[src/rtl/cpu_pkg.sv]
`default_nettype none

package cpu_pkg;

	typedef logic [31:0] word_t;
	typedef logic [1:0]  size_t;
	typedef logic [4:0]  exccode_t;
	typedef logic [3:0]  byte_en_t;

	typedef enum logic [1:0] {
		IDLE,
		ACCESS,
		RELEASE,
		DONE
	} mem_state_t;

	// Access sizes
	localparam size_t SIZE_BYTE = 2'd0;
	localparam size_t SIZE_HALF = 2'd1;
	localparam size_t SIZE_WORD = 2'd2;

	// Cause.ExcCode values
	localparam exccode_t EXC_ADEL = 5'd4;
	localparam exccode_t EXC_ADES = 5'd5;
	localparam exccode_t EXC_SYS  = 5'd8;
	localparam exccode_t EXC_BP   = 5'd9;
	localparam exccode_t EXC_RI   = 5'd10;
	localparam exccode_t EXC_OV   = 5'd12;

	// CP0 field positions
	localparam int STATUS_EXL    = 1;
	localparam int CAUSE_BD      = 31;
	localparam int CAUSE_EXC_LSB = 2;

endpackage

`default_nettype wire

[src/rtl/data_addr_check.sv]
`timescale 1ns/1ns
`default_nettype none

module data_addr_check (
	input  logic            memreq,
	input  logic            wr,
	input  cpu_pkg::word_t  addr,
	input  cpu_pkg::size_t  size,
	input  logic            addr_err_if,
	input  cpu_pkg::word_t  pc,
	output cpu_pkg::word_t  badvaddr,
	output logic [1:0]      addr_err,
	output logic            data_ok
);

	logic misaligned;

	always_comb begin
		case (size)
			cpu_pkg::SIZE_HALF: misaligned = addr[0];
			cpu_pkg::SIZE_WORD: misaligned = addr[1:0] != 2'b00;
			default:            misaligned = 1'b0;
		endcase
	end

	// Bit 0 load error, bit 1 store error
	assign addr_err = memreq ? {misaligned & wr, misaligned & ~wr} : 2'b00;

	// Fetch error reports the instruction address
	assign badvaddr = addr_err_if ? pc : addr;
	assign data_ok  = memreq & ~misaligned & ~addr_err_if;

	always_comb begin
		assert ($onehot0(addr_err) && !(data_ok && addr_err != 2'b00));
	end

endmodule

`default_nettype wire

[src/rtl/exc_handler.sv]
`timescale 1ns/1ns
`default_nettype none

module exc_handler #(
	parameter cpu_pkg::word_t EXC_VECTOR = 32'hbfc0_0380
) (
	input  logic               is_instr,
	input  logic               in_delay_slot,
	input  cpu_pkg::word_t     pc,
	input  cpu_pkg::word_t     badvaddr,
	input  logic               addr_err_if,
	input  logic [1:0]         addr_err,
	input  logic               reserved_instr,
	input  logic               intovf,
	input  logic               mips_break,
	input  logic               syscall,
	input  logic               eret,
	input  cpu_pkg::word_t     status,
	input  cpu_pkg::word_t     cause,
	input  cpu_pkg::word_t     epc,
	output logic               exc_valid,
	output cpu_pkg::exccode_t  exccode,
	output cpu_pkg::word_t     epc_wdata,
	output logic               cause_bd_wdata,
	output logic               badvaddr_wen,
	output cpu_pkg::word_t     badvaddr_wdata,
	output cpu_pkg::word_t     redirect_pc,
	output logic               eret_valid
);

	logic any_exc;
	logic adr_exc;

	// Highest priority first
	always_comb begin
		exccode = cpu_pkg::EXC_ADEL;
		adr_exc = 1'b0;
		if (addr_err_if) begin
			exccode = cpu_pkg::EXC_ADEL;
			adr_exc = 1'b1;
		end else if (reserved_instr) begin
			exccode = cpu_pkg::EXC_RI;
		end else if (intovf) begin
			exccode = cpu_pkg::EXC_OV;
		end else if (syscall) begin
			exccode = cpu_pkg::EXC_SYS;
		end else if (mips_break) begin
			exccode = cpu_pkg::EXC_BP;
		end else if (addr_err[0]) begin
			exccode = cpu_pkg::EXC_ADEL;
			adr_exc = 1'b1;
		end else if (addr_err[1]) begin
			exccode = cpu_pkg::EXC_ADES;
			adr_exc = 1'b1;
		end
	end

	assign any_exc = addr_err_if | reserved_instr | intovf | syscall | mips_break | (|addr_err);

	// Bubbles raise nothing
	assign exc_valid  = is_instr & any_exc;
	assign eret_valid = is_instr & eret & ~any_exc;

	assign epc_wdata      = in_delay_slot ? pc - 32'd4 : pc;
	// BD is frozen while already at exception level
	assign cause_bd_wdata = status[cpu_pkg::STATUS_EXL] ? cause[cpu_pkg::CAUSE_BD] : in_delay_slot;
	assign badvaddr_wen   = exc_valid & adr_exc;
	assign badvaddr_wdata = badvaddr;

	assign redirect_pc = exc_valid ? EXC_VECTOR : (eret_valid ? epc : '0);

	always_comb begin
		assert (!(exc_valid && eret_valid));
	end

endmodule

`default_nettype wire

[src/rtl/sram_wsig_adjust.sv]
`timescale 1ns/1ns
`default_nettype none

module sram_wsig_adjust (
	input  logic               req,
	input  logic               wr,
	input  cpu_pkg::word_t     data_in,
	input  cpu_pkg::size_t     size,
	input  logic [1:0]         offset,
	output cpu_pkg::word_t     data_out,
	output cpu_pkg::byte_en_t  be
);

	cpu_pkg::byte_en_t lanes;

	// Replicate so every lane carries the store data
	always_comb begin
		case (size)
			cpu_pkg::SIZE_BYTE: begin
				data_out = {4{data_in[7:0]}};
				lanes    = 4'b0001 << offset;
			end
			cpu_pkg::SIZE_HALF: begin
				data_out = {2{data_in[15:0]}};
				lanes    = offset[1] ? 4'b1100 : 4'b0011;
			end
			default: begin
				data_out = data_in;
				lanes    = 4'b1111;
			end
		endcase
	end

	assign be = (req && wr) ? lanes : '0;

endmodule

`default_nettype wire

[src/rtl/mem_stage.sv]
`timescale 1ns/1ns
`default_nettype none

module mem_stage #(
	parameter cpu_pkg::word_t EXC_VECTOR = 32'hbfc0_0380
) (
	input  logic               clk,
	input  logic               rst_n,
	input  logic               op_req,
	output logic               op_ack,
	input  cpu_pkg::word_t     pc,
	input  cpu_pkg::word_t     alu_out,
	input  cpu_pkg::word_t     rtdata,
	input  logic [4:0]         reg_waddr,
	input  logic               regwrite,
	input  logic               memtoreg,
	input  logic               memreq,
	input  logic               memwr,
	input  cpu_pkg::size_t     size,
	input  logic               in_delay_slot,
	input  logic               is_instr,
	input  logic               addr_err_if,
	input  logic               intovf,
	input  logic               reserved_instr,
	input  logic               mips_break,
	input  logic               syscall,
	input  logic               eret,
	output logic               data_req,
	output logic               data_wr,
	output cpu_pkg::word_t     data_addr,
	output cpu_pkg::word_t     data_wdata,
	output cpu_pkg::byte_en_t  data_be,
	input  logic               data_ack,
	input  cpu_pkg::word_t     data_rdata,
	input  cpu_pkg::word_t     cp0_epc,
	input  cpu_pkg::word_t     cp0_status,
	input  cpu_pkg::word_t     cp0_cause,
	output logic               exc_wen,
	output logic               eret_wen,
	output cpu_pkg::word_t     epc_wdata,
	output logic               cause_bd_wdata,
	output cpu_pkg::exccode_t  exccode_wdata,
	output logic               badvaddr_wen,
	output cpu_pkg::word_t     badvaddr_wdata,
	output logic               wb_valid,
	output logic [4:0]         wb_reg_waddr,
	output logic               wb_regwrite,
	output cpu_pkg::word_t     wb_data,
	output logic               exc_valid,
	output cpu_pkg::exccode_t  exc_code,
	output cpu_pkg::word_t     redirect_pc
);

	cpu_pkg::mem_state_t state;
	cpu_pkg::word_t      chk_badvaddr;
	cpu_pkg::word_t      adj_wdata;
	cpu_pkg::word_t      hdl_epc;
	cpu_pkg::word_t      hdl_badvaddr;
	cpu_pkg::word_t      hdl_redirect;
	cpu_pkg::exccode_t   hdl_code;
	cpu_pkg::byte_en_t   adj_be;
	logic [1:0]          addr_err;
	logic                data_ok;
	logic                hdl_exc;
	logic                hdl_eret;
	logic                hdl_bd;
	logic                hdl_bad_wen;
	logic                access_ok;
	logic                load_q;
	logic                eret_q;

	data_addr_check u_addr_check (
		.memreq      (memreq),
		.wr          (memwr),
		.addr        (alu_out),
		.size        (size),
		.addr_err_if (addr_err_if),
		.pc          (pc),
		.badvaddr    (chk_badvaddr),
		.addr_err    (addr_err),
		.data_ok     (data_ok)
	);

	exc_handler #(.EXC_VECTOR(EXC_VECTOR)) u_exc_handler (
		.is_instr       (is_instr),
		.in_delay_slot  (in_delay_slot),
		.pc             (pc),
		.badvaddr       (chk_badvaddr),
		.addr_err_if    (addr_err_if),
		.addr_err       (addr_err),
		.reserved_instr (reserved_instr),
		.intovf         (intovf),
		.mips_break     (mips_break),
		.syscall        (syscall),
		.eret           (eret),
		.status         (cp0_status),
		.cause          (cp0_cause),
		.epc            (cp0_epc),
		.exc_valid      (hdl_exc),
		.exccode        (hdl_code),
		.epc_wdata      (hdl_epc),
		.cause_bd_wdata (hdl_bd),
		.badvaddr_wen   (hdl_bad_wen),
		.badvaddr_wdata (hdl_badvaddr),
		.redirect_pc    (hdl_redirect),
		.eret_valid     (hdl_eret)
	);

	sram_wsig_adjust u_wsig_adjust (
		.req      (data_ok),
		.wr       (memwr),
		.data_in  (rtdata),
		.size     (size),
		.offset   (alu_out[1:0]),
		.data_out (adj_wdata),
		.be       (adj_be)
	);

	// Memory is touched only by a clean access
	assign access_ok     = data_ok & ~hdl_exc;
	assign op_ack        = state == cpu_pkg::DONE;
	assign exccode_wdata = exc_code;

	always_ff @(posedge clk) begin
		if (!rst_n) begin
			state        <= cpu_pkg::IDLE;
			data_req     <= 1'b0;
			wb_valid     <= 1'b0;
			exc_wen      <= 1'b0;
			eret_wen     <= 1'b0;
			badvaddr_wen <= 1'b0;
			exc_valid    <= 1'b0;
		end else begin
			wb_valid     <= 1'b0;
			exc_wen      <= 1'b0;
			eret_wen     <= 1'b0;
			badvaddr_wen <= 1'b0;
			case (state)
				cpu_pkg::IDLE: begin
					if (op_req) begin
						exc_valid <= hdl_exc;
						if (access_ok) begin
							state    <= cpu_pkg::ACCESS;
							data_req <= 1'b1;
						end else begin
							state        <= cpu_pkg::DONE;
							wb_valid     <= 1'b1;
							exc_wen      <= hdl_exc;
							eret_wen     <= hdl_eret;
							badvaddr_wen <= hdl_bad_wen;
						end
					end
				end
				cpu_pkg::ACCESS: begin
					if (data_ack) begin
						state    <= cpu_pkg::RELEASE;
						data_req <= 1'b0;
					end
				end
				cpu_pkg::RELEASE: begin
					if (!data_ack) begin
						state    <= cpu_pkg::DONE;
						wb_valid <= 1'b1;
						eret_wen <= eret_q;
					end
				end
				default: begin
					if (!op_req)
						state <= cpu_pkg::IDLE;
				end
			endcase
		end
	end

	// Operation and result payload
	always_ff @(posedge clk) begin
		if (state == cpu_pkg::IDLE && op_req) begin
			data_wr        <= memwr;
			data_addr      <= alu_out;
			data_wdata     <= adj_wdata;
			data_be        <= adj_be;
			wb_reg_waddr   <= reg_waddr;
			wb_regwrite    <= regwrite & ~hdl_exc;
			wb_data        <= alu_out;
			load_q         <= memtoreg;
			eret_q         <= hdl_eret;
			exc_code       <= hdl_code;
			redirect_pc    <= hdl_redirect;
			epc_wdata      <= hdl_epc;
			cause_bd_wdata <= hdl_bd;
			badvaddr_wdata <= hdl_badvaddr;
		end
		if (state == cpu_pkg::ACCESS && data_ack && load_q)
			wb_data <= data_rdata;
	end

	assert property (@(posedge clk) disable iff (!rst_n)
		$rose(data_req) |-> state == cpu_pkg::ACCESS);

endmodule

`default_nettype wire

[config.mk]
export PLATFORM = sky130hd
export DESIGN_NAME = mem_stage
export DESIGN_NICKNAME = d
export VERILOG_FILES = /design/src/rtl/cpu_pkg.sv /design/src/rtl/data_addr_check.sv /design/src/rtl/exc_handler.sv /design/src/rtl/sram_wsig_adjust.sv /design/src/rtl/mem_stage.sv
export SDC_FILE = /design/constraint.sdc
export NUM_CORES = 1
export LEC_CHECK = 0
export BUFFER_PORTS_ARGS = -buffer_cell sky130_fd_sc_hd__buf_4
export CAP_MARGIN = 25
export CORE_AREA = 10 10 175 177
export CTS_CLUSTER_SIZE = 14
export DETAILED_ROUTE_END_ITERATION = 12
export DIE_AREA = 0 0 185 187
export PLACE_DENSITY = 0.73
export SLEW_MARGIN = 20
export SYNTH_ARGS = -nofsm -noshare
export SYNTH_HDL_FRONTEND = slang
export SYNTH_SLANG_ARGS = --single-unit
[constraint.sdc]
create_clock -name clk -period 5.6 [get_ports clk]
set_input_delay 0.56 -clock clk [delete_from_list [all_inputs] [get_ports clk]]
set_output_delay 0.56 -clock clk [all_outputs]
set_load 0.05 [all_outputs]
==> run_results.csv <==
group,metric,value,unit
drt,postRouteAntennaNets,0,
synthesis,syn-cell-area,0.00892,mm2
floorplan,core.rowCount,61,
power,p_switching,0.00238,W
grt,grt_first_pass_wirelength,42000,um
placed_design,io_buffer_count,403,
floorplan,core_area,0.0273,mm2
power,p_sw_share,38.5,%
synthesis,synth_area_per_cell,16.4,um2
critical_path,crit_type,"in -> reg",
timing,finalHoldViolCount,0,
timing,setup_ws,2970,ps
cells_and_area,layout-drive-gt1-share,54.1,%
timing,final.period_utilization,46.9,%
power,p_comb_share,36.2,%
grt,via_count_of_the_first_global_routing_pass,6515,
critical_path,worst-endpoint-required,5850,ps
timing,setup_tns,0,ps
power,vdd_drop_max,0.000273,V
grt,globalRoute.totalOverflow,0,
floorplan,io_pins,468,
timing,fin_worst_hold_slack,219,ps
clock_tree,cts.hold.buffers_added,0,
clock_tree,tritoncts,"built",
placed_design,postPlaceCellArea,0.0123,mm2
synthesis,ys.warnings.count,0,
drt,drt-total-wl,29200,um
drt,via_count,6246,
synthesis,synth-seq-area-share,72.5,%
critical_path,crit_slowest_cell,"sky130_fd_sc_hd__o31a_1",
clock_tree,cts_num_sinks,218,
synthesis,ys_top_cells_by_area,"sky130_fd_sc_hd__edfxtp_1, sky130_fd_sc_hd__mux2_2, sky130_fd_sc_hd__xor2_1",
drt,post_drt_via_cell_ratio,4.74,
power,internal_power,0.00380,W
floorplan,die_width,185,um
synthesis,yosysMostFrequentCell,"sky130_fd_sc_hd__edfxtp_1",
synthesis,synth_cell_types,51,
power,static-leakage-power,5.45,nW
power,relative_contribution_of_sequential_cells_to_total_power,37.9,%
job,cap_viol_max_count,0,
critical_path,series_of_cell_instances_along_the_critical_path,"buf_4, inv_1, ha_1, nand3_1, a21boi_0, o31a_1, nor2b_1",
clock_tree,cts_resized,0,
critical_path,timing.critical_path.buf_inv,2,
timing,drv_slew,0,
synthesis,synth_top_area_share,70.7,%
grt,antenna_violations_before_repair,0,
clock_tree,worst_skew_pair.late_latency,520,ps
critical_path,setup.worst_path.start_class,"primary input",
worst_hold_path,worst_hold_path_type,"in -> reg",
drt,drt_drc_violations_left,0,
critical_path,regToRegSetupSlack,3000,ps
synthesis,asyncSetResetFlopFracSynth,0,%
clock_tree,number_of_levels_in_the_clock_h_tree,1,
critical_path,worst_ep_arrival_time,2880,ps
placed_design,place_worst_setup_slack,2510,ps
grt,total_global_route_track_usage,16.0,%
critical_path,cpLargestDelayFamily,"compound AO/OA/AOI/OAI gates",
critical_path,worst_setup_path_end_kind,"register",
drt,dr.pass1.iters,4,
floorplan,die-height,187,um
synthesis,synth-edff-count,210,
clock_tree,tritoncts.num_buffers,25,
clock_tree,clockBufferDepth,3,
cells_and_area,final_cell_area,0.0132,mm2
drt,drt_iter0_drc,312,
clock_tree,cts_root_buffer,"sky130_fd_sc_hd__clkbuf_16",
critical_path,worst-path-max-fanout,15,
power,power-per-cell-area,470,mW/mm2
timing,finalClockSkew,9.86,ps
placed_design,last_weighted_congestion_value_of_the_routability_driven_placer,0.817,
critical_path,critical_path.max_stage_delay,610,ps
timing,setup_viol_count_final,0,
timing,final_min_period,2630,ps
status,outcome,"completed",
synthesis,syn_inst,543,
synthesis,yosys.area.top_type,"sky130_fd_sc_hd__edfxtp_1",
cells_and_area,nFillCells,2388,
power,share_clk_of_total_power,25.9,%
cells_and_area,area.growth.synth_to_final,47.4,%
grt,grt_start_max_net_pins,111,
timing,worst_slew_pin_slew,1040,ps
timing,fmax,381,MHz
synthesis,ys_dominant_reg_cell,"sky130_fd_sc_hd__edfxtp_1",
synthesis,number_of_synthesized_register_bits,218,
power,post-layout-total-power,0.00618,W
cells_and_area,nets,1210,
synthesis,post_synth_most_frequent_cells,"sky130_fd_sc_hd__edfxtp_1, sky130_fd_sc_hd__mux2_2, sky130_fd_sc_hd__nand2_1",
clock_tree,postCtsSetupBuffers,0,
timing,maxSlewHeadroom,30.4,%
floorplan,start_util,32.7,%
cells_and_area,n_antenna_cell,0,
placed_design,detailed_place_hpwl,22500,um
floorplan,die_ar,0.0346,mm2
timing,grt_setup_unrepaired,"no",
drt,wire_per_inst,22.2,um
clock_tree,path_clk_slew,60,ps
==> flip-flops by register name, summed over array words and instances, names as in the netlist <==
register and flops:
badvaddr_wdata 32, data_addr 32, data_wdata 32, epc_wdata 32, redirect_pc 32, wb_data 32, wb_reg_waddr 5, data_be 4
exc_code 4, state 2, badvaddr_wen 1, cause_bd_wdata 1, data_req 1, data_wr 1, eret_q 1, eret_wen 1
exc_valid 1, exc_wen 1, load_q 1, wb_regwrite 1, wb_valid 1
==> layout by cell type (no fill, tap or decap), types with 9 or more instances in the layout <==
cell type | Yosys | final
sky130_fd_sc_hd__a21o_1 | 12 | 12
sky130_fd_sc_hd__a21oi_1 | 10 | 10
sky130_fd_sc_hd__and2_1 | 21 | 21
sky130_fd_sc_hd__buf_4 | 7 | 405
sky130_fd_sc_hd__clkbuf_16 | 0 | 25
sky130_fd_sc_hd__edfxtp_1 | 210 | 210
sky130_fd_sc_hd__ha_1 | 9 | 9
sky130_fd_sc_hd__mux2_2 | 71 | 71
sky130_fd_sc_hd__nand2_1 | 30 | 29
sky130_fd_sc_hd__nor2_1 | 14 | 14
sky130_fd_sc_hd__nor3_1 | 14 | 14
sky130_fd_sc_hd__xor2_1 | 23 | 23
==> power by group through the flow <==
stage | combinational (W) | clock [W] | sequential [W]
6_report | 0.00223 | 0.00160 | 0.00234
5_1_grt | 0.00233 | 0.00171 | 0.00238
4_1_cts | 0.00225 | 0.00164 | 0.00235
3_5_place_dp | 0.00224 | 0 | 0.00238
3_3_place_gp | 0.00222 | 0 | 0.00237
2_1_floorplan | 0.000380 | 0 | 0.00349
==> cells by family (layout without fill, tap and decap cells) <==
group | Yosys count | in the layout | synth area share [%]
DFF | 218 | 218 | 72.5
other | 1 | 2 | 0.0420
xor gates and xnor gates | 29 | 29 | 2.85
and+or+nand+nor | 129 | 129 | 8.32
adders and majority gates | 9 | 9 | 1.26
AOI/OAI and AO/OA | 52 | 52 | 4.19
muxes | 73 | 73 | 9.19
buffers and inverters | 32 | 461 | 1.68
==> path summary, 6_finish.rpt <==
check	start	end	cells after the start
worst max-delay path	size[1]	wb_regwrite$_DFFE_PP_	7
worst min-delay path	reg_waddr[4]	wb_reg_waddr[4]$_DFFE_PP_	1
worst max register to register	state[0]$_SDFFE_PN0P_	data_addr[25]$_DFFE_PP_	5
worst min register to register	data_req$_SDFFE_PN0P_	data_req$_SDFFE_PN0P_	2
==> cell type report <==
type | instances | area (um2) | area share, %
clock buffer | 32 | 652 | 4.96
clock inverter | 14 | 145 | 1.10
inverter | 7 | 31.3 | 0.238
multi-input combinational | 294 | 2320 | 17.6
sequential | 218 | 6470 | 49.2
tap | 346 | 433 | 3.29
timing repair buffer | 408 | 3110 | 23.6
==> routing by layer <==
metal | up-vias | wire [um] | global-route usage, %
met3 | 49 | 2120 | 4.00
met4 | 0 | 931 | 5.88
met5 | - | 0 | 0
met1 | 3069 | 11100 | 18.4
met2 | 236 | 15100 | 27.8
li1 | 2892 | - | -
==> stage by stage <==
step	util, %	cells
2_1_floorplan	-	544
3_3_place_gp	45.0	1270
3_5_place_dp	45.1	1271
4_1_cts	48.0	1317
5_1_grt	48.1	1319
6_report	48.1	1319
No activity file was read; power rests on OpenSTA's default activity.
