## src/rtl/cpu_pkg.sv

```systemverilog
`default_nettype none

package cpu_pkg;

	typedef logic [31:0] word_t;
	typedef logic [1:0]  size_t;
	typedef logic [4:0]  exccode_t;
	typedef logic [3:0]  byte_en_t;

	typedef enum logic [1:0] {
		IDLE,
		ACCESS,
		RELEASE,
		DONE
	} mem_state_t;

	// Access sizes
	localparam size_t SIZE_BYTE = 2'd0;
	localparam size_t SIZE_HALF = 2'd1;
	localparam size_t SIZE_WORD = 2'd2;

	// Cause.ExcCode values
	localparam exccode_t EXC_ADEL = 5'd4;
	localparam exccode_t EXC_ADES = 5'd5;
	localparam exccode_t EXC_SYS  = 5'd8;
	localparam exccode_t EXC_BP   = 5'd9;
	localparam exccode_t EXC_RI   = 5'd10;
	localparam exccode_t EXC_OV   = 5'd12;

	// CP0 field positions
	localparam int STATUS_EXL    = 1;
	localparam int CAUSE_BD      = 31;
	localparam int CAUSE_EXC_LSB = 2;

endpackage

`default_nettype wire

```

## src/rtl/cp0_regs.sv

```systemverilog
`timescale 1ns/1ns
`default_nettype none

module cp0_regs (
	input  logic               clk,
	input  logic               rst_n,
	input  logic               exc_wen,
	input  logic               eret_wen,
	input  cpu_pkg::word_t     epc_wdata,
	input  logic               cause_bd_wdata,
	input  cpu_pkg::exccode_t  exccode_wdata,
	input  logic               badvaddr_wen,
	input  cpu_pkg::word_t     badvaddr_wdata,
	output cpu_pkg::word_t     epc,
	output cpu_pkg::word_t     status,
	output cpu_pkg::word_t     cause,
	output cpu_pkg::word_t     badvaddr
);

	always_ff @(posedge clk) begin
		if (!rst_n) begin
			epc      <= '0;
			status   <= '0;
			cause    <= '0;
			badvaddr <= '0;
		end else if (exc_wen) begin
			status[cpu_pkg::STATUS_EXL] <= 1'b1;
			cause[cpu_pkg::CAUSE_BD]    <= cause_bd_wdata;
			cause[cpu_pkg::CAUSE_EXC_LSB +: $bits(cpu_pkg::exccode_t)] <= exccode_wdata;
			// Nested exception keeps the first return address
			if (!status[cpu_pkg::STATUS_EXL])
				epc <= epc_wdata;
			if (badvaddr_wen)
				badvaddr <= badvaddr_wdata;
		end else if (eret_wen) begin
			status[cpu_pkg::STATUS_EXL] <= 1'b0;
		end
	end

endmodule

`default_nettype wire

```

## config.mk

```make
export PLATFORM = sky130hd
export DESIGN_NAME = cp0_regs
export DESIGN_NICKNAME = d
export VERILOG_FILES = /design/src/rtl/cpu_pkg.sv /design/src/rtl/cp0_regs.sv
export SDC_FILE = /design/constraint.sdc
export NUM_CORES = 1
export LEC_CHECK = 0
export ABC_AREA = 1
export BUFFER_PORTS_ARGS = -buffer_cell sky130_fd_sc_hd__buf_2
export CAP_MARGIN = 5
export CORE_MARGIN = 2
export CORE_UTILIZATION = 30
export DETAILED_ROUTE_END_ITERATION = 8
export GPL_TIMING_DRIVEN = 0
export PLACE_DENSITY = 0.66
export SYNTH_ARGS = -nofsm -noshare
export SYNTH_HDL_FRONTEND = slang
export SYNTH_SLANG_ARGS = --single-unit
```

## constraint.sdc

```tcl
create_clock -name clk -period 1.2 [get_ports clk]
set_input_delay 0.18 -clock clk [delete_from_list [all_inputs] [get_ports clk]]
set_output_delay 0.18 -clock clk [all_outputs]
set_load 0.005 [all_outputs]
```

==> impl_metrics.json, run 1 <==
{
  "ys_async_sr_fraction_pct": 0,
  "ys_top_cells_by_count": "sky130_fd_sc_hd__nor2_1, sky130_fd_sc_hd__dfxtp_1, sky130_fd_sc_hd__nand2_1",
  "critical_path_arrival_ns": 0.94,
  "vdd_drop_max_v": 0.000495,
  "areaGrowthSynthToFinish_pct": 39.4,
  "timing.final.crit_share_pct": 93.4,
  "antenna_left": 0,
  "placementRows": 37,
  "hold_path_class": "in -> reg",
  "first_iter_violations": 84,
  "cts.sinks": 71,
  "post-synth-top-area-cell": "sky130_fd_sc_hd__dfxtp_1",
  "dp_hpwl_mm": 6.54,
  "die_height_um": 108,
  "ys_top_cells_by_area": "sky130_fd_sc_hd__dfxtp_1, sky130_fd_sc_hd__buf_4, sky130_fd_sc_hd__nand3_1",
  "fill_cells": 1108,
  "cts-hold-fix-buffers": 0,
  "global_route_wire_length_before_repair_mm": 13.2,
  "design.core.area_um2": 10400,
  "cts_repair_resize_count": 0,
  "critPathSlowestCell": "sky130_fd_sc_hd__dfxtp_1",
  "run_status": "complete, no violations",
  "post-cts-setup-buffers": 0,
  "finalSetupTns_ns": 0,
  "worst_setup_path_start_kind": "register",
  "route.detailed.wl_per_inst_um": 10.6,
  "starting_utilization_of_the_core_area_pct": 31.1,
  "worstPathBufferInverterCount": 1,
  "max_cap_violation_count": 0,
  "synthesis.area_per_instance_um2": 7.35,
  "firstDrtPassIters": 4,
  "clock_latency_ns": 0.35,
  "crit_chain": "buf_2",
  "grt_util_all_layers_pct": 14.4,
  "most_common_flop_cell_mapped_by_yosys": "sky130_fd_sc_hd__dfxtp_1",
  "yosysTopAreaCellShare_pct": 44.0,
  "max_freq_mhz": 893,
  "detail_route.vias_per_cell": 4.07,
  "cts_root_buffer": "sky130_fd_sc_hd__clkbuf_8",
  "full_die_area_um2": 11600,
  "critical_path.max_fanout": 4,
  "globalplace.congestion": 0.764,
  "vias": 3216,
  "cts.reportedPaths.clkPinSlew_ns": 0.08,
  "die_w_um": 108,
  "max-clock-path-buffers": 2,
  "register_area_um2": 1420,
  "final.setup_skew_ns": 0.0112,
  "pin_count": 203,
  "cts_tree": "done",
  "drt-total-wl_mm": 8.35,
  "final_min_period_ns": 1.12,
  "timing.final.setup_violations": 0,
  "syn-instance-count": 439,
  "placement.io_buffers": 143,
  "multiInputGateArea_um2": 1280,
  "synth_cell_types": 16,
  "worst_path_dominant_cell_family": "flip-flops",
  "cts_made_buffers": 9,
  "rsz_0062_raised_after_global_routing": "no",
  "powerDensity_nw_per_um2": 1160,
  "crit_path_max_incr_delay_ns": 0.43,
  "share_of_cells_above_drive_strength_1_pct": 37.5,
  "yosys.cell_count.top_type": "sky130_fd_sc_hd__nor2_1",
  "critical_path_rt_ns": 1.02,
  "fin_total_pwr_w": 0.00520,
  "first_global_vias": 2933,
  "critical_path.endpoint_type": "output port",
  "synth_enable_flop_cells": 0,
  "hold_violations": 0,
  "critPathKind": "reg -> out",
  "antenna_cells_inserted": 0,
  "cts_max_level": 3,
  "synth-warning-count": 0,
  "drc": 0,
  "flops_latches_synth": 71,
  "timing.final.max_slew_violations": 0,
  "grt_antenna_before_repair": 1,
  "grt_remaining_overflow": 0,
  "yosysSeqAreaShare_pct": 44.0,
  "grt_max_degree": 13,
  "leakage_nw": 2.54,
  "final_nets": 724,
  "post_synth_instance_area_um2": 3230
}
sequential cells by signal (all words and copies together), names as in the netlist:
| register | count |
|---|---|
| epc | 32 |
| badvaddr | 32 |
| status | 1 |
| cause | 6 |
path summary, 6_finish.rpt:
kind                                                 from                        end  slack (ns)  cells past startpoint
worst max-delay path               status[1]$_SDFFE_PN0P_                  status[1]        0.08                      1
worst min-delay path                       cause_bd_wdata     cause[31]$_SDFFE_PN0P_        0.05                      3
worst max register to register     status[1]$_SDFFE_PN0P_       epc[29]$_SDFFE_PN0P_        0.21                      5
worst min register to register  badvaddr[30]$_SDFFE_PN0P_  badvaddr[30]$_SDFFE_PN0P_        0.46                      2
layout by cell type (no fill, tap or decap), drive strengths merged:
cell type and instances:
nand3 64, dfxtp 71, o21ai 6, a21oi 33, nand2 66, inv 36, conb 57, nor2 77
clkbuf 11, clkinv 5, clkinvlp 1, buf 227
stage by stage:
step	cell area, µm²	hold slack [ns]	setup WS, ns	utilization [%]	instances
after floorplan	3440	0.315	0.314	-	495
after global placement	4320	0.405	0.0831	41.7	774
after detailed placement	4320	0.413	0.0755	41.7	774
after CTS	4500	0.0377	0.0608	43.4	790
after global routing	4500	0.0475	0.0321	43.4	790
final	4500	0.0492	0.0796	43.4	790
kinds of logic after synthesis:
group,synth area share (%)
AO/OA/AOI/OAI,6.05
flip-flops,44.0
buffers and inverters,22.9
AND/OR/NAND/NOR,26.9
other,0.116
power by group:
group          total (W)  internal (W)  switching, W
Sequential       0.00258       0.00251     0.0000747
Clock            0.00169      0.000794      0.000901
Combinational   0.000930      0.000469      0.000461
worst register-to-register path, stage by stage, from the launching register on:
cell and delay [ns]:
sky130_fd_sc_hd__dfxtp_1 0.43, sky130_fd_sc_hd__inv_2 0.11, sky130_fd_sc_hd__clkbuf_8 0.18, sky130_fd_sc_hd__nand3_1 0.08, sky130_fd_sc_hd__nand2_1 0.06, sky130_fd_sc_hd__nor2_1 0.07
per-layer routing:
metal | vias to the layer above | wire [µm] | share of wire, % | GRT usage (%)
li1 | 1675 | - | - | -
met1 | 1392 | 3460 | 41 | 15.4
met2 | 140 | 3860 | 46 | 25.2
met3 | 9 | 898 | 11 | 5.45
met4 | 0 | 132 | 1.6 | 6.41
met5 | - | 0 | 0 | 0
cell type report:
| cell class | count | area share [%] |
|---|---|---|
| Sequential cell | 71 | 31.6 |
| Multi-Input combinational cell | 303 | 28.4 |
| Timing Repair Buffer | 143 | 15.9 |
| Buffer | 85 | 13.4 |
| Tap cell | 136 | 3.78 |
| Clock buffer | 10 | 3.06 |
| Inverter | 36 | 3.01 |
| Clock inverter | 6 | 0.807 |
(Power assumes the default switching activity.)
==> run 2: changes to the inputs <==
==> constraint.sdc (replaced) <==
create_clock -name clk -period 1.2 [get_ports clk]
set_input_delay 0.36 -clock clk [delete_from_list [all_inputs] [get_ports clk]]
set_output_delay 0.36 -clock clk [all_outputs]
set_load 0.005 [all_outputs]
==> run 2 against run 1 <==
Sequential power hardly changed. First-iteration DRC count increased by 12%. Flip-flop and latch count did not move. Worst hold slack better by 0.18 ns.
==> impl_metrics.json, run 2 (same netlist as run 1, synthesis figures left out) <==
{
  "cts_tree": "done",
  "design.core.area_um2": 10400,
  "final_common_cell": "sky130_fd_sc_hd__buf_2",
  "firstDrtPassIters": 6,
  "cts_max_level": 3,
  "worst_path_dominant_cell_family": "flip-flops",
  "critical_path_rt_ns": 0.84,
  "cts.reportedPaths.clkPinSlew_ns": 0.08,
  "worst_setup_path_start_kind": "register",
  "critPathSlowestCell": "sky130_fd_sc_hd__dfxtp_4",
  "cts-hold-fix-buffers": 0,
  "reg.largest.list": "badvaddr x32, epc x32, cause x6",
  "fill_cells": 1096,
  "critical_path.endpoint_type": "output port",
  "share_of_cells_above_drive_strength_1_pct": 46.0,
  "final_min_period_ns": 1.17,
  "timing.final.max_slew_violations": 0,
  "final_nets": 725,
  "placement.io_buffers": 143,
  "globalplace.congestion": 0.764,
  "utilization_pct": 44.4,
  "final.setup_skew_ns": 0.0115,
  "first_global_vias": 2930,
  "timing.final.crit_share_pct": 97.3,
  "worst_reg_to_reg_setup_slack_ns": 0.11,
  "areaGrowthSynthToFinish_pct": 42.6,
  "run_status": "complete, no violations",
  "detail_route.vias_per_cell": 4.09,
  "max_freq_mhz": 857,
  "max-clock-path-buffers": 2,
  "max_cap_violation_count": 0,
  "critical_path.max_fanout": 2,
  "hold_path_startpoint": "cause_bd_wdata",
  "die_height_um": 108,
  "hold-path-cell-count": 3,
  "antenna_cells_inserted": 0,
  "worstPathBufferInverterCount": 1,
  "first_iter_violations": 94,
  "critPathKind": "reg -> out",
  "vias": 3234,
  "critical_path.reg2reg.endpoint": "epc[30]$_SDFFE_PN0P_",
  "grt_max_degree": 13,
  "rsz_0062_raised_after_global_routing": "yes",
  "reg2reg_from": "status[1]$_SDFFE_PN0P_",
  "drc": 0,
  "fin_total_pwr_w": 0.00524,
  "full_die_area_um2": 11600,
  "grt_remaining_overflow": 0,
  "powerDensity_nw_per_um2": 1140,
  "starting_utilization_of_the_core_area_pct": 31.1,
  "grt_antenna_before_repair": 1,
  "die_w_um": 108,
  "placementRows": 37,
  "cts_root_buffer": "sky130_fd_sc_hd__clkbuf_8",
  "pin_count": 203,
  "timing.final.setup_violations": 0,
  "cts.sinks": 71,
  "path_depth": 1,
  "critical_path_arrival_ns": 0.81,
  "antenna_left": 0,
  "hold_violations": 0,
  "dp_hpwl_mm": 6.54,
  "leakage_nw": 2.57,
  "route.detailed.wl_per_inst_um": 10.6,
  "vdd_drop_max_v": 0.000482,
  "global_route_wire_length_before_repair_mm": 13.2,
  "crit_chain": "buf_6",
  "highest_count_cells_in_the_layout_ignoring_fill_and_taps": "sky130_fd_sc_hd__buf_2, sky130_fd_sc_hd__nor2_1, sky130_fd_sc_hd__nand2_1",
  "grt_util_all_layers_pct": 14.4,
  "clock_latency_ns": 0.35,
  "drt-total-wl_mm": 8.39,
  "crit_path_max_incr_delay_ns": 0.35,
  "cts_made_buffers": 9,
  "whs_endpoint": "cause[31]$_SDFFE_PN0P_",
  "hold_path_class": "in -> reg",
  "r2r.worst_path.cells": 5
}
run 2: area by class of cell:
type,instances,area [µm²],share of cell area (%)
buffer,85,604,13.1
clock buffer,10,138,2.99
clock inverter,6,36.3,0.789
inverter,36,135,2.94
multi-input combinational,303,1280,27.7
sequential,71,1490,32.4
tap,136,170,3.70
timing repair buffer,144,748,16.3
run 2: worst max-delay path by stage:
stage / start / to / slack [ns]
after floorplan: exc_wen / epc[0]$_SDFFE_PN0P_ / 0.14
after global placement: rst_n / badvaddr[11]$_SDFFE_PN0P_ / -0.1
after detailed placement: rst_n / badvaddr[13]$_SDFFE_PN0P_ / -0.10
after CTS: epc[25]$_SDFFE_PN0P_ / epc[25] / 0.009
after global routing: badvaddr[28]$_SDFFE_PN0P_ / badvaddr[28] / -0.01
final: status[1]$_SDFFE_PN0P_ / status[1] / 0.03
run 2: timing repair:
item | 4_1_cts | 5_1_grt
setup buffers | 1 | 0
endpoints found under the hold margin | 0 | 0
gates resized for setup | 6 | 54
endpoints found under the setup margin | 5 | 55
run 2: through the flow:
step | instances | area, µm² | setup WS, ns | TNS [ns] | hold slack, ns
floorplan | 495 | 3440 | 0.143 | 0 | 0.456
global placement | 774 | 4320 | -0.0969 | -1.94 | 0.445
detailed placement | 774 | 4320 | -0.104 | -3.00 | 0.453
CTS | 791 | 4510 | 0.00910 | 0 | 0.218
global route | 791 | 4600 | -0.00951 | -0.0232 | 0.227
finish | 791 | 4600 | 0.0327 | 0 | 0.229
run 2: layer usage:
metal	vias to the layer above	global-route usage, %	wire (µm)
li1	1677	-	-
met3	9	5.45	888
met2	136	25.2	3900
met1	1412	15.4	3460
met4	0	6.41	132
met5	-	0	0
run 2: where the power goes:
part	switching [W]	internal (W)
sequential	0.0000734	0.00253
combinational	0.000464	0.000480
clock	0.000901	0.000794
total	0.00144	0.00380
==> run 3: changes to the inputs <==
==> constraint.sdc (replaced) <==
create_clock -name clk -period 1.34 [get_ports clk]
set_input_delay 0.402 -clock clk [delete_from_list [all_inputs] [get_ports clk]]
set_output_delay 0.402 -clock clk [all_outputs]
set_load 0.005 [all_outputs]
==> run 3 against run 2 <==
Register-to-register slack improved by 0.28 ns. Via count decreased by 0.56%. Critical path depth unchanged. First-iteration DRC count decreased by 11%.
==> impl_metrics.json, run 3 (same netlist as run 1, synthesis figures left out) <==
{
  "pin_count": 203,
  "cts.sinks": 71,
  "placementRows": 37,
  "setup.worst_path.start": "status[1]$_SDFFE_PN0P_",
  "first_iter_violations": 84,
  "final_common_cell": "sky130_fd_sc_hd__buf_2",
  "path_depth": 1,
  "critical_path.max_fanout": 4,
  "areaGrowthSynthToFinish_pct": 39.4,
  "max-clock-path-buffers": 2,
  "timing.final.max_slew_violations": 0,
  "grt_antenna_before_repair": 1,
  "powerDensity_nw_per_um2": 1040,
  "detail_route.vias_per_cell": 4.07,
  "die_w_um": 108,
  "vdd_drop_max_v": 0.000444,
  "cts_made_buffers": 9,
  "clock_latency_ns": 0.35,
  "run_status": "complete, no violations",
  "placement.io_buffers": 143,
  "share_of_cells_above_drive_strength_1_pct": 37.6,
  "crit_chain": "buf_2",
  "critical_path_rt_ns": 0.94,
  "worstPathBufferInverterCount": 1,
  "reg.largest.list": "badvaddr x32, epc x32, cause x6",
  "critPathKind": "reg -> out",
  "hold-path-cell-count": 3,
  "hold_violations": 0,
  "critical_path_arrival_ns": 0.87,
  "cts_max_level": 3,
  "design.core.area_um2": 10400,
  "post-place-cells": 774,
  "rsz_0062_raised_after_global_routing": "no",
  "final.setup_skew_ns": 0.0112,
  "utilization_pct": 43.4,
  "whs_endpoint": "cause[31]$_SDFFE_PN0P_",
  "dp_hpwl_mm": 6.54,
  "timing.final.setup_violations": 0,
  "final_min_period_ns": 1.27,
  "cts_tree": "done",
  "final_nets": 724,
  "drc": 0,
  "worst_reg_to_reg_setup_slack_ns": 0.39,
  "max_cap_violation_count": 0,
  "hold_path_startpoint": "cause_bd_wdata",
  "critPathSlowestCell": "sky130_fd_sc_hd__dfxtp_2",
  "worst_path_dominant_cell_family": "flip-flops",
  "cts.reportedPaths.clkPinSlew_ns": 0.08,
  "worst_setup_path_start_kind": "register",
  "leakage_nw": 2.54,
  "critical_path.endpoint_type": "output port",
  "crit_path_max_incr_delay_ns": 0.38,
  "first_global_vias": 2933,
  "antenna_cells_inserted": 0,
  "die_height_um": 108,
  "fin_total_pwr_w": 0.00466,
  "starting_utilization_of_the_core_area_pct": 31.1,
  "reg2reg_from": "status[1]$_SDFFE_PN0P_",
  "cts_root_buffer": "sky130_fd_sc_hd__clkbuf_8",
  "grt_remaining_overflow": 0,
  "vias": 3216,
  "max_freq_mhz": 788,
  "highest_count_cells_in_the_layout_ignoring_fill_and_taps": "sky130_fd_sc_hd__buf_2, sky130_fd_sc_hd__nor2_1, sky130_fd_sc_hd__dfxtp_1",
  "hold_path_class": "in -> reg",
  "grt_util_all_layers_pct": 14.4,
  "drt-total-wl_mm": 8.35,
  "grt_max_degree": 13,
  "firstDrtPassIters": 4,
  "timing.final.crit_share_pct": 94.7,
  "route.detailed.wl_per_inst_um": 10.6,
  "full_die_area_um2": 11600,
  "globalplace.congestion": 0.764,
  "global_route_wire_length_before_repair_mm": 13.2,
  "post-cts-setup-buffers": 0,
  "fin_cells": 790,
  "r2r.worst_path.cells": 4,
  "critical_path.reg2reg.endpoint": "epc[4]$_SDFFE_PN0P_",
  "antenna_left": 0
}
-- run 3: how the worst max path moves through the flow --
| stage | to |
|---|---|
| 2_1_floorplan | epc[0]$_SDFFE_PN0P_ |
| 3_3_place_gp | badvaddr[11]$_SDFFE_PN0P_ |
| 3_5_place_dp | badvaddr[13]$_SDFFE_PN0P_ |
| 4_1_cts | status[1] |
| 5_1_grt | status[1] |
| 6_report | status[1] |
-- run 3: through the flow --
| step | instance area (µm²) | setup WS, ns | setup TNS [ns] | hold slack [ns] |
|---|---|---|---|---|
| 2_1_floorplan | 3440 | 0.241 | 0 | 0.456 |
| 3_3_place_gp | 4320 | 0.00110 | 0 | 0.445 |
| 3_5_place_dp | 4320 | -0.00645 | -0.0122 | 0.453 |
| 4_1_cts | 4500 | 0.0512 | 0 | 0.260 |
| 5_1_grt | 4500 | 0.0264 | 0 | 0.269 |
| 6_report | 4500 | 0.0708 | 0 | 0.271 |
-- run 3: tightest hold or removal path: stages --
cell,delay [ns]
sky130_fd_sc_hd__buf_2,0.07
sky130_fd_sc_hd__nor2_1,0.03
sky130_fd_sc_hd__nor2_1,0.08
-- run 3: area by class of cell --
cell class	instances	area, µm²
clock inverter	6	36.3
tap	136	170
buffer	85	604
fill	1109	5870
sequential	71	1420
timing repair buffer	143	716
clock buffer	10	138
inverter	36	135
multi-input combinational	303	1280
-- run 3: timing repair --
action                                  in CTS  in global routing
hold buffers                                 0                  0
gates resized for setup                      1                  0
endpoints found under the setup margin       1                  0
-- run 3: routing by layer --
layer  track usage (%)  vias up  share of wire (%)
li1                  -     1675                  -
met1              15.4     1392                 41
met2              25.2      140                 46
met3              5.45        9                 11
met4              6.41        0                1.6
met5                 0        -                  0
-- run 3: power breakdown --
part / total, W / switching (W) / internal (W)
registers: 0.00231 / 0.0000669 / 0.00224
logic: 0.000833 / 0.000413 / 0.000420
clock network: 0.00152 / 0.000806 / 0.000711
total: 0.00466 / 0.00129 / 0.00338
